==> config.mk <==
export PLATFORM = sky130hd
export DESIGN_NAME = line_fifo_reader
export DESIGN_NICKNAME = d
export VERILOG_FILES = /design/src/lfr_pkg.sv /design/src/frame_reader_fsm.sv /design/src/frame_byte_counter.sv /design/src/read_tag_fifo.sv /design/src/port_read_pointers.sv /design/src/tx_word_formatter.sv /design/src/line_fifo_reader.sv
export VERILOG_INCLUDE_DIRS = /design/src
export SDC_FILE = /design/constraint.sdc
export NUM_CORES = 1
export LEC_CHECK = 0
export BUFFER_PORTS_ARGS = -buffer_cell sky130_fd_sc_hd__buf_2
export CORE_ASPECT_RATIO = 2
export CORE_MARGIN = 4
export CORE_UTILIZATION = 55
export DETAILED_ROUTE_END_ITERATION = 10
export PLACE_DENSITY = 0.86
export REMOVE_ABC_BUFFERS = 1
export SLEW_MARGIN = 20
export SYNTH_ARGS = -nofsm -noshare
export SYNTH_HDL_FRONTEND = slang
export SYNTH_SLANG_ARGS = --single-unit
==> constraint.sdc <==
create_clock -name clk -period 6.75 [get_ports clk]
set_clock_uncertainty 0.1 [all_clocks]
set_input_delay 1.0125 -clock clk [delete_from_list [all_inputs] [get_ports clk]]
set_output_delay 1.0125 -clock clk [all_outputs]
set_load 0.005 [all_outputs]
==> src/lfr_config.svh <==
`ifndef LFR_CONFIG_SVH
`define LFR_CONFIG_SVH

////////////////////
// Port geometry

// Number of ingress ports sharing the buffer
`define LFR_NUM_PORTS 4
// Width of a port index
`define LFR_PORT_BITS 2

////////////////////
// Memory geometry

// Per-port pointer width, memory address is {port, pointer}
`define LFR_PTR_BITS 8
// Bytes carried by one memory word
`define LFR_WORD_BYTES 8
// Frame length field, low bits of the header word
`define LFR_LEN_BITS 11

////////////////////
// Read tracking

// Must be larger than the worst memory latency in cycles
`define LFR_TAG_DEPTH 8

`endif

==> src/lfr_pkg.sv <==
`include "lfr_config.svh"

package lfr_pkg;

	// Frame-level reader states
	typedef enum logic [1:0] {
		READER_IDLE,
		READER_HEADER_WAIT,
		READER_PAYLOAD,
		READER_DRAIN
	} reader_state_t;

	// Why a memory read was issued
	typedef enum logic {
		TAG_HEADER,
		TAG_PAYLOAD
	} read_tag_t;

	// One memory word, also one output beat
	typedef logic [`LFR_WORD_BYTES*8-1:0] data_word_t;
	typedef logic [`LFR_PTR_BITS-1:0] port_ptr_t;
	typedef logic [`LFR_PORT_BITS-1:0] port_idx_t;
	// Frame length in bytes
	typedef logic [`LFR_LEN_BITS-1:0] frame_len_t;

endpackage

==> src/frame_reader_fsm.sv <==
`include "lfr_config.svh"

module frame_reader_fsm (
	input	logic				clk,
	input	logic				rst_n,
	input	logic [`LFR_NUM_PORTS-1:0]	pending,
	input	lfr_pkg::port_idx_t		rr_port,
	input	logic				xbar_ready,
	input	lfr_pkg::read_tag_t		head_tag,
	input	logic				rd_valid,
	input	logic				bytes_to_read_zero,
	input	logic				last_word,
	output	logic				rd_en,
	output	lfr_pkg::read_tag_t		rd_tag,
	output	lfr_pkg::port_idx_t		cur_port,
	output	logic				load_len,
	output	logic				advance_rr,
	output	logic				read_step
);

	lfr_pkg::reader_state_t state;
	lfr_pkg::reader_state_t state_next;
	// Port owning the frame in flight
	lfr_pkg::port_idx_t claimed_port;
	logic claim;
	logic header_ret;
	logic frame_done;

	////////////////////
	// Decode of returns and claim

	always_comb begin
		// Xbar readiness only matters at the moment a port is claimed
		claim = (state == lfr_pkg::READER_IDLE) && pending[rr_port] && xbar_ready;
		header_ret = rd_valid && (head_tag == lfr_pkg::TAG_HEADER);
		// Final payload word coming back from memory
		frame_done = rd_valid && (head_tag == lfr_pkg::TAG_PAYLOAD) && last_word;
	end

	////////////////////
	// Next state and read issue

	always_comb begin
		state_next = state;
		rd_en = 1'b0;
		rd_tag = lfr_pkg::TAG_PAYLOAD;
		load_len = 1'b0;
		read_step = 1'b0;
		case (state)
			lfr_pkg::READER_IDLE: begin
				// Header read goes out in the claim cycle
				if (claim) begin
					rd_en = 1'b1;
					rd_tag = lfr_pkg::TAG_HEADER;
					state_next = lfr_pkg::READER_HEADER_WAIT;
				end
			end
			lfr_pkg::READER_HEADER_WAIT: begin
				// Only the header is outstanding here
				if (header_ret) begin
					load_len = 1'b1;
					state_next = lfr_pkg::READER_PAYLOAD;
				end
			end
			lfr_pkg::READER_PAYLOAD: begin
				// Short latency can land the last word before drain
				if (frame_done) begin
					state_next = lfr_pkg::READER_IDLE;
				end else if (bytes_to_read_zero) begin
					state_next = lfr_pkg::READER_DRAIN;
				end else begin
					rd_en = 1'b1;
					read_step = 1'b1;
				end
			end
			lfr_pkg::READER_DRAIN: begin
				// All reads issued, wait for the tail to come back
				if (frame_done)
					state_next = lfr_pkg::READER_IDLE;
			end
			default: state_next = lfr_pkg::READER_IDLE;
		endcase
	end

	always_ff @(posedge clk or negedge rst_n) begin
		if (!rst_n) begin
			state <= lfr_pkg::READER_IDLE;
			claimed_port <= '0;
		end else begin
			state <= state_next;
			if (claim)
				claimed_port <= rr_port;
		end
	end

	// Scan keeps moving while idle, so after a frame it sits one port past the winner
	assign advance_rr = (state == lfr_pkg::READER_IDLE);
	// Scan position while idle, owner otherwise
	assign cur_port = (state == lfr_pkg::READER_IDLE) ? rr_port : claimed_port;

endmodule

==> src/frame_byte_counter.sv <==
`include "lfr_config.svh"

module frame_byte_counter (
	input	logic			clk,
	input	logic			rst_n,
	input	logic			advance_rr,
	input	logic			load_len,
	input	lfr_pkg::frame_len_t	len,
	input	logic			read_step,
	input	logic			send_step,
	output	lfr_pkg::port_idx_t	rr_port,
	output	logic			bytes_to_read_zero,
	output	lfr_pkg::frame_len_t	bytes_to_send,
	output	logic			last_word
);

	localparam lfr_pkg::port_idx_t LAST_PORT = lfr_pkg::port_idx_t'(`LFR_NUM_PORTS - 1);
	localparam lfr_pkg::frame_len_t WORD = lfr_pkg::frame_len_t'(`LFR_WORD_BYTES);

	// Bytes not yet requested from memory
	lfr_pkg::frame_len_t bytes_to_read;

	// One word less, never below zero
	function automatic lfr_pkg::frame_len_t step_down(input lfr_pkg::frame_len_t cnt);
		return (cnt > WORD) ? cnt - WORD : '0;
	endfunction

	////////////////////
	// Round-robin scan

	always_ff @(posedge clk or negedge rst_n) begin
		if (!rst_n)
			rr_port <= '0;
		else if (advance_rr)
			rr_port <= (rr_port == LAST_PORT) ? '0 : rr_port + 1'b1;
	end

	////////////////////
	// Byte counters of the current frame

	always_ff @(posedge clk or negedge rst_n) begin
		if (!rst_n) begin
			bytes_to_read <= '0;
			bytes_to_send <= '0;
		end else if (load_len) begin
			// Both start from the header length
			bytes_to_read <= len;
			bytes_to_send <= len;
		end else begin
			if (read_step)
				bytes_to_read <= step_down(bytes_to_read);
			if (send_step)
				bytes_to_send <= step_down(bytes_to_send);
		end
	end

	assign bytes_to_read_zero = (bytes_to_read == '0);
	// Word in delivery is the tail
	assign last_word = (bytes_to_send <= WORD);

endmodule

==> src/read_tag_fifo.sv <==
`include "lfr_config.svh"

module read_tag_fifo (
	input	logic			clk,
	input	logic			rst_n,
	input	logic			push,
	input	lfr_pkg::read_tag_t	push_tag,
	input	logic			pop,
	output	lfr_pkg::read_tag_t	head_tag
);

	localparam int unsigned AW = $clog2(`LFR_TAG_DEPTH);
	localparam logic [AW-1:0] LAST_SLOT = AW'(`LFR_TAG_DEPTH - 1);

	// One tag per outstanding read, oldest at rd_idx
	lfr_pkg::read_tag_t tags [`LFR_TAG_DEPTH];
	logic [AW-1:0] wr_idx;
	logic [AW-1:0] rd_idx;

	// Circular step, also safe for depths that are not a power of two
	function automatic logic [AW-1:0] next_slot(input logic [AW-1:0] idx);
		return (idx == LAST_SLOT) ? '0 : idx + 1'b1;
	endfunction

	////////////////////
	// Tag storage

	always_ff @(posedge clk) begin
		if (push)
			tags[wr_idx] <= push_tag;
	end

	////////////////////
	// Pointers

	// Memory returns in request order, so a pop always matches the head
	always_ff @(posedge clk or negedge rst_n) begin
		if (!rst_n) begin
			wr_idx <= '0;
			rd_idx <= '0;
		end else begin
			if (push)
				wr_idx <= next_slot(wr_idx);
			if (pop)
				rd_idx <= next_slot(rd_idx);
		end
	end

	// Tag of the read whose data comes back next
	assign head_tag = tags[rd_idx];

endmodule

==> src/port_read_pointers.sv <==
`include "lfr_config.svh"

module port_read_pointers (
	input	logic				clk,
	input	logic				rst_n,
	input	lfr_pkg::port_ptr_t		wr_ptr_committed [`LFR_NUM_PORTS],
	input	logic				inc,
	input	lfr_pkg::port_idx_t		inc_port,
	output	lfr_pkg::port_ptr_t		rd_ptr [`LFR_NUM_PORTS],
	output	logic [`LFR_NUM_PORTS-1:0]	pending
);

	////////////////////
	// Read pointers

	// One step per word read, header included
	// Writer sees the freed space through rd_ptr
	always_ff @(posedge clk or negedge rst_n) begin
		if (!rst_n) begin
			for (int i = 0; i < `LFR_NUM_PORTS; i++)
				rd_ptr[i] <= '0;
		end else if (inc) begin
			// Wraps naturally at the port's region size
			rd_ptr[inc_port] <= rd_ptr[inc_port] + 1'b1;
		end
	end

	////////////////////
	// Work flags

	// Any committed word not yet read means a frame is waiting
	always_comb begin
		for (int i = 0; i < `LFR_NUM_PORTS; i++)
			pending[i] = (wr_ptr_committed[i] != rd_ptr[i]);
	end

endmodule

==> src/tx_word_formatter.sv <==
`include "lfr_config.svh"

module tx_word_formatter (
	input	logic				clk,
	input	logic				rst_n,
	input	logic				rd_valid,
	input	lfr_pkg::read_tag_t		head_tag,
	input	lfr_pkg::data_word_t		rd_data,
	input	lfr_pkg::frame_len_t		bytes_to_send,
	input	logic				last_word,
	input	lfr_pkg::port_idx_t		cur_port,
	output	logic				send_step,
	output	logic				tx_valid,
	output	lfr_pkg::data_word_t		tx_data,
	output	logic [`LFR_WORD_BYTES-1:0]	tx_strb,
	output	logic				tx_last,
	output	lfr_pkg::port_idx_t		tx_port
);

	localparam int unsigned LANE_BITS = $clog2(`LFR_WORD_BYTES);

	logic [`LFR_WORD_BYTES-1:0] strb_next;

	// Payload word arriving from memory this cycle
	assign send_step = rd_valid && (head_tag == lfr_pkg::TAG_PAYLOAD);

	// Full lanes except on a short tail word
	always_comb begin
		strb_next = '1;
		if (last_word && (bytes_to_send < `LFR_WORD_BYTES))
			strb_next = ~({`LFR_WORD_BYTES{1'b1}} << bytes_to_send[LANE_BITS-1:0]);
	end

	////////////////////
	// Output stage, one cycle behind rd_valid

	always_ff @(posedge clk or negedge rst_n) begin
		if (!rst_n) begin
			tx_valid <= 1'b0;
			tx_last <= 1'b0;
		end else begin
			tx_valid <= send_step;
			tx_last <= send_step && last_word;
		end
	end

	always_ff @(posedge clk) begin
		if (send_step) begin
			tx_data <= rd_data;
			tx_strb <= strb_next;
			tx_port <= cur_port;
		end
	end

endmodule

==> src/line_fifo_reader.sv <==
`include "lfr_config.svh"

module line_fifo_reader (
	input	logic					clk,
	input	logic					rst_n,
	input	lfr_pkg::port_ptr_t			wr_ptr_committed [`LFR_NUM_PORTS],
	output	lfr_pkg::port_ptr_t			rd_ptr [`LFR_NUM_PORTS],
	output	logic					rd_en,
	output	logic [`LFR_PORT_BITS+`LFR_PTR_BITS-1:0]	rd_addr,
	input	lfr_pkg::data_word_t			rd_data,
	input	logic					rd_valid,
	input	logic					xbar_ready,
	output	logic					tx_valid,
	output	lfr_pkg::data_word_t			tx_data,
	output	logic [`LFR_WORD_BYTES-1:0]		tx_strb,
	output	logic					tx_last,
	output	lfr_pkg::port_idx_t			tx_port
);

	logic [`LFR_NUM_PORTS-1:0] pending;
	lfr_pkg::port_idx_t rr_port;
	lfr_pkg::port_idx_t cur_port;
	lfr_pkg::read_tag_t rd_tag;
	lfr_pkg::read_tag_t head_tag;
	lfr_pkg::frame_len_t hdr_len;
	lfr_pkg::frame_len_t bytes_to_send;
	logic bytes_to_read_zero;
	logic last_word;
	logic load_len;
	logic advance_rr;
	logic read_step;
	logic send_step;

	////////////////////
	// Address and header decode

	// Each port owns a contiguous region indexed by its pointer
	assign rd_addr = {cur_port, rd_ptr[cur_port]};
	// Length field of a header word
	assign hdr_len = rd_data[`LFR_LEN_BITS-1:0];

	////////////////////
	// Reader blocks

	frame_reader_fsm i_frame_reader_fsm (
		.clk(clk), .rst_n(rst_n), .pending(pending), .rr_port(rr_port),
		.xbar_ready(xbar_ready), .head_tag(head_tag), .rd_valid(rd_valid),
		.bytes_to_read_zero(bytes_to_read_zero), .last_word(last_word),
		.rd_en(rd_en), .rd_tag(rd_tag), .cur_port(cur_port), .load_len(load_len),
		.advance_rr(advance_rr), .read_step(read_step)
	);

	frame_byte_counter i_frame_byte_counter (
		.clk(clk), .rst_n(rst_n), .advance_rr(advance_rr), .load_len(load_len),
		.len(hdr_len), .read_step(read_step), .send_step(send_step), .rr_port(rr_port),
		.bytes_to_read_zero(bytes_to_read_zero), .bytes_to_send(bytes_to_send),
		.last_word(last_word)
	);

	// Tags follow the reads in flight, popped as data returns
	read_tag_fifo i_read_tag_fifo (
		.clk(clk), .rst_n(rst_n), .push(rd_en), .push_tag(rd_tag), .pop(rd_valid),
		.head_tag(head_tag)
	);

	port_read_pointers i_port_read_pointers (
		.clk(clk), .rst_n(rst_n), .wr_ptr_committed(wr_ptr_committed), .inc(rd_en),
		.inc_port(cur_port), .rd_ptr(rd_ptr), .pending(pending)
	);

	tx_word_formatter i_tx_word_formatter (
		.clk(clk), .rst_n(rst_n), .rd_valid(rd_valid), .head_tag(head_tag),
		.rd_data(rd_data), .bytes_to_send(bytes_to_send), .last_word(last_word),
		.cur_port(cur_port), .send_step(send_step), .tx_valid(tx_valid),
		.tx_data(tx_data), .tx_strb(tx_strb), .tx_last(tx_last), .tx_port(tx_port)
	);

endmodule

======== Yosys cells after proc, flatten, opt, wreduce, memory -nomap -nowiden ========
Memories as Yosys holds them, arrays and structs flattened.
Index checks and enable logic that the tools add are counted.
storage, ports and cells
  register bits ........................... 142
  memory bits (writable) .................. 8
  input port bits ......................... 100
  output and inout bits ................... 119
  word-level logic and storage cells ...... 95
  memories kept ........................... 1
cells by class
  $add $sub $neg .......................... 6
  order comparisons ....................... 7
  equality and inequality tests ........... 14
  shift-type cells ........................ 1
  mux-type cells .......................... 35
  bitwise operators ....................... 3
  reductions and logical operators ........ 12
memory list
  name                  depth  bits a word  rd ports  clocked after Yosys merged registers in  wr ports  line                 text
  i_read_tag_fifo.tags  8      1            1         0                                        1         read_tag_fifo.sv:16  lfr_pkg::read_tag_t tags [`LFR_TAG_DEPTH];
operator list
  operator                                                         count
  two-way mux 11 bit                                               6
  bitwise mux 32 bit                                               1
  != test 8 bit                                                    4
  two-way mux 8 bit                                                3
  > comparator 11 x 4 -> 1 bit, second input constant              2
  subtractor 11 x 4 -> 11 bit, second input constant               2
  binary-select mux 8 bit (select 2 bit)                           1
  demux 8 bit (select 2 bit)                                       1
  two-way mux 2 bit                                                7
  less-or-equal comparator 11 x 4 -> 1 bit, second input constant  1
  zero test 11 bit                                                 1
  less-than comparator 11 x 4 -> 1 bit, second input constant      1
  two-way mux 1 bit                                                11
  adder 8 x 1 -> 8 bit, second input constant                      1
  NOT 8 bit                                                        1
  case mux 2 bit (4 select lines)                                  1
  left shift 8 x 3 -> 8 bit, first input constant                  1
  logical AND 1 bit                                                7
  adder 3 x 1 -> 3 bit, second input constant                      2
  == test 2 bit, second input constant                             3
  == test 3 bit, second input constant                             2
  two-way mux 3 bit                                                2
  != test 2 x 1 -> 1 bit, second input constant                    3
  AND reduction 4 bit                                              1
  other kinds (12)                                                 13

======== Logic depth before layout (Yosys ltp) ========
  word-level depth ........................ 9
  depth in mapped cells ................... 11
  mapped depth without buffers ............ 10

======== By module ========
A second synthesis with hierarchy kept.
second synthesis, totals
  cell total of the unflattened synthesis .. 533
  area total of the unflattened synthesis .. 6946.7 µm²
modules (own cells, without submodules)
  module              times used  cells an instance  area each (µm²)
  tx_word_formatter   1           96                 2388.5
  port_read_pointers  1           204                2048.2
  frame_byte_counter  1           142                1321.3
  read_tag_fifo       1           44                 640.6
  frame_reader_fsm    1           37                 351.6
  line_fifo_reader    1           10                 196.4

======== Worst setup path before layout ========
OpenSTA, ideal clock, no wires.
  kind .................................... input -> register
  start ................................... input rd_valid
  end ..................................... register i_frame_byte_counter.bytes_to_send[10]
  arrival time ............................ 4.182 ns
  data required time ...................... 6.531 ns
  slack ................................... 2.349 ns
  stages on the path ...................... 4
  path through ............................ and2_4 -> clkbuf_1 -> nand2b_1 -> o311ai_0
RTL lines
  what                                line                      text
  from (decl)                         line_fifo_reader.sv:11    input logic rd_valid,
  logical AND 1 bit                   tx_word_formatter.sv:25   assign send_step = rd_valid && (head_tag == lfr_pkg::TAG_PAYLOAD);
  via i_frame_byte_counter.send_step  frame_byte_counter.sv:10  input logic send_step,
  nonzero test 2 bit (no line)        --
  to (signal assigned)                frame_byte_counter.sv:48  bytes_to_send <= len;
  to (signal assigned)                frame_byte_counter.sv:53  bytes_to_send <= step_down(bytes_to_send);
  to (decl)                           frame_byte_counter.sv:13  output lfr_pkg::frame_len_t bytes_to_send,
The timed path passes the listed nets, and every way through them passes these cells.
A chain may end at the register's enable or synchronous reset.

======== Worst setup path in the final report ========
  start ................................... register i_frame_reader_fsm.state[1]
  end ..................................... output rd_addr[0]
on the way
  cells in the longest elaborated chain, start to end .. 6
RTL lines
  what                                                   line                    text
  from (decl)                                            frame_reader_fsm.sv:21  lfr_pkg::reader_state_t state;
  from (signal assigned)                                 frame_reader_fsm.sv:87  state <= lfr_pkg::READER_IDLE;
  from (signal assigned)                                 frame_reader_fsm.sv:90  state <= state_next;
  zero test 2 bit                                        frame_reader_fsm.sv:99  assign cur_port = (state == lfr_pkg::READER_IDLE) ? rr_port : claimed_port;
  two-way mux 2 bit                                      frame_reader_fsm.sv:99
  NOT 2 -> 3 bit (implied by the code)                   line_fifo_reader.sv:38  assign rd_addr = {cur_port, rd_ptr[cur_port]};
  binary-select mux 8 bit (select 2 bit)                 line_fifo_reader.sv:38
  two-way mux 8 bit (implied by the code) (2 in series)  line_fifo_reader.sv:38
  to (decl)                                              line_fifo_reader.sv:9   output logic [`LFR_PORT_BITS+`LFR_PTR_BITS-1:0] rd_addr,
No other way between the ends. The select of a mux whose other input is x is not followed.

==> qor.yml <==
run_status:
  status: "finished clean"
sta:
  slew_violations: 0
  max_clock_freq_mhz: 251
  holdWs_ps: 410
  hold_viol: 0
  worstMarginPinSlew_ps: 994
  timing.final.crit_share_pct: 59.0
  slew_headroom_pct: 33.7
  setup_viol: 0
  rsz0062_at_grt: "false"
  period_minus_slack_ps: 3990
  setup-tns-final_ps: 0
drt:
  via_per_inst: 5.80
  drtIter0Drc: 390
  via_count: 4946
  avgRoutedWirePerCell_um: 19.6
  ant_nets: 0
  firstDrtPassIters: 5
  wl_um: 16700
  drc: 0
floorplanning:
  die-area_um2: 14000
  die_x_um: 85.8
  rows: 56
  design.core.area_um2: 11800
  start_util_pct: 56.6
  fp.dieH_um: 164
  top_level_ports: 219
pwr:
  power.leakage_uw: 0.00372
  p_switching_uw: 1360
  power.density_nw_per_um2: 448
  cell_internal_pwr_uw: 2450
  p_seq_share_pct: 40.7
  p_sw_share_pct: 35.6
  peakVddDrop_mv: 0.388
  clockPowerShare_pct: 24.9
  power.total_uw: 3810
  p_comb_share_pct: 34.4
layout:
  diodes: 0
  nFillCells: 816
  fin_cells: 853
  layout-drive-gt1-share_pct: 45.1
  multi_input_area_um2: 2380
  final_util_pct: 72.2
  seqCellArea_um2: 4160
  syn_to_final_growth_pct: 27.6
  fin_nets: 803
global_routing:
  grt_use_total_pct: 24.4
  grt_max_degree: 88
  overflow: 0
  grt_first_pass_wirelength_um: 26100
  grt_pass1_vias: 5094
  antenna_found_initial: 0
clock_network:
  cts_root_buffer: "clkbuf_16"
  clock_sink_count: 150
  clock_path_buffers: 2
  cts.reportedPaths.clkPinSlew_ps: 60
  cts_hold_buf: 0
  cts_resized: 0
  post_cts_buffers: 0
  clk_latency_ps: 420
  cts_tree: "done"
  cts_buffers: 17
  h-tree-depth: 4
placement:
  port_buffers: 218
  hpwl_um: 12500
  place_inst: 821
  gp_congestion: 0.897
yosys:
  ys_ff_latch: 150
  synth_top_area_share_pct: 37.0
  synth.distinct_cells: 56
  synth_top_cells_by_count: "edfxtp_1 (82), dfrtp_1 (68), nand2_1 (30)"
  synth_area_leaders: "edfxtp_1 (37%), dfrtp_1 (26%), mux2_2 (4.6%)"
  synth_top_flop_cell: "edfxtp_1"
  yosysMostFrequentCell: "edfxtp_1"
  synth_top_cell_by_area: "edfxtp_1"
  synthCells: 464
  netlist_area_um2: 6660
  synth-edff-count: 82
  async_flop_share_pct: 45.3
  synth_seq_area_share_pct: 62.5
  ys_warn_count: 0
  syn_avg_cell_area_um2: 14.4
setup_path:
  r2r_cells: 10
  arrival_ps: 2870
  required_ps: 5640
  critPathMaxFanout: 18
  setup.worst_path.end_class: "output port"
  cp-start-kind: "register"
  crit_type: "register to output port"
worst_hold_path:
  min_path_type: "register to register"
  whs_path_depth: 1
flow_run:
  max_cap_viol_count: 0
## metal layers
metal / vias up / wire length (µm) / GRT usage [%]
met2: 318 / 9140 / 45.0
li1: 2202 / - / -
met3: 47 / 1300 / 5.10
met4: 0 / 557 / 11.3
met1: 2379 / 5730 / 26.0
met5: - / 0 / 0
## cells in the final DEF, fill, tap and decap left out, types with 4 or more instances in the layout
master	n
buf_2	218
edfxtp_1	82
dfrtp_1	68
nand2_1	30
xnor2_1	28
mux2_2	27
nor2_1	24
nand3_1	18
clkbuf_16	17
mux2_4	16
o21ai_0	15
a21oi_1	15
inv_1	13
xor2_1	10
nor3_1	9
ha_1	8
mux4_2	7
mux2i_1	6
nand4_1	6
a22o_1	6
inv_6	6
nand2b_1	5
buf_4	5
a31oi_1	4
or3_1	4
a21o_1	4
## critical path, stage by stage (launching register included)
cell and delay [ps]:
dfrtp_1 430, nor2_2 330, mux2i_2 240, buf_4 330, mux2_2 370, o21ai_0 460
inv_1 120, buf_2 150
## sequential cells by signal, summed over array words and instances (netlist names)
register	flops
i_frame_byte_counter.bytes_to_read	11
i_frame_byte_counter.bytes_to_send	11
i_frame_byte_counter.rr_port	2
i_frame_reader_fsm.claimed_port	2
i_frame_reader_fsm.state	2
i_port_read_pointers.rd_ptr	32
i_read_tag_fifo.rd_idx	3
i_read_tag_fifo.tags	8
i_read_tag_fifo.wr_idx	3
i_tx_word_formatter.tx_data	64
i_tx_word_formatter.tx_last	1
i_tx_word_formatter.tx_port	2
i_tx_word_formatter.tx_strb	8
i_tx_word_formatter.tx_valid	1
## logic make-up (layout without fill, tap and decap cells)
| family | count (synthesis) | in the layout | synth area share, % |
|---|---|---|---|
| xor+xnor | 38 | 38 | 5.00 |
| mux | 60 | 60 | 12.6 |
| fa+ha+maj | 8 | 8 | 1.50 |
| compound gates | 61 | 61 | 6.29 |
| buf+inv | 24 | 268 | 1.80 |
| simple gates | 123 | 123 | 10.3 |
| flops | 150 | 150 | 62.5 |
## through the flow
stage,instance area (µm²),worst slack (ps)
finish,8490,2760
global route,8490,2560
CTS,8490,2780
detailed placement,7900,3030
global placement,7900,3060
floorplan,6590,3160
## final cells by class
cell class | instances | share of cell area (%)
Sequential cell | 150 | 49.0
Timing Repair Buffer | 223 | 13.3
Tap cell | 145 | 2.14
Clock inverter | 14 | 1.91
Multi-Input combinational cell | 290 | 28.0
Clock buffer | 18 | 5.05
Inverter | 13 | 0.574
## power groups by stage
stage / Clock [µW] / Combinational (µW) / Sequential (µW)
floorplan: 0 / 831 / 1500
global placement: 0 / 1240 / 1530
detailed placement: 0 / 1300 / 1550
CTS: 958 / 1310 / 1540
global route: 1000 / 1420 / 1570
finish: 948 / 1310 / 1550
## final timing paths
kind	from	to	slack, ps
setup reg to reg	i_frame_reader_fsm.state[1]$_DFFE_PN0P_	i_port_read_pointers.rd_ptr[28]$_DFFE_PN0P_	3310
min in group asynchronous	rst_n	i_read_tag_fifo.wr_idx[1]$_DFFE_PN0P_	690
setup / recovery	i_frame_reader_fsm.state[1]$_DFFE_PN0P_	rd_addr[0]	2760
max in group asynchronous	rst_n	i_port_read_pointers.rd_ptr[19]$_DFFE_PN0P_	5270
hold reg to reg	i_frame_byte_counter.bytes_to_read[2]$_DFFE_PN0P_	i_frame_byte_counter.bytes_to_read[2]$_DFFE_PN0P_	410
hold / removal	i_frame_byte_counter.bytes_to_read[2]$_DFFE_PN0P_	i_frame_byte_counter.bytes_to_read[2]$_DFFE_PN0P_	410
(Power assumes the default switching activity.)
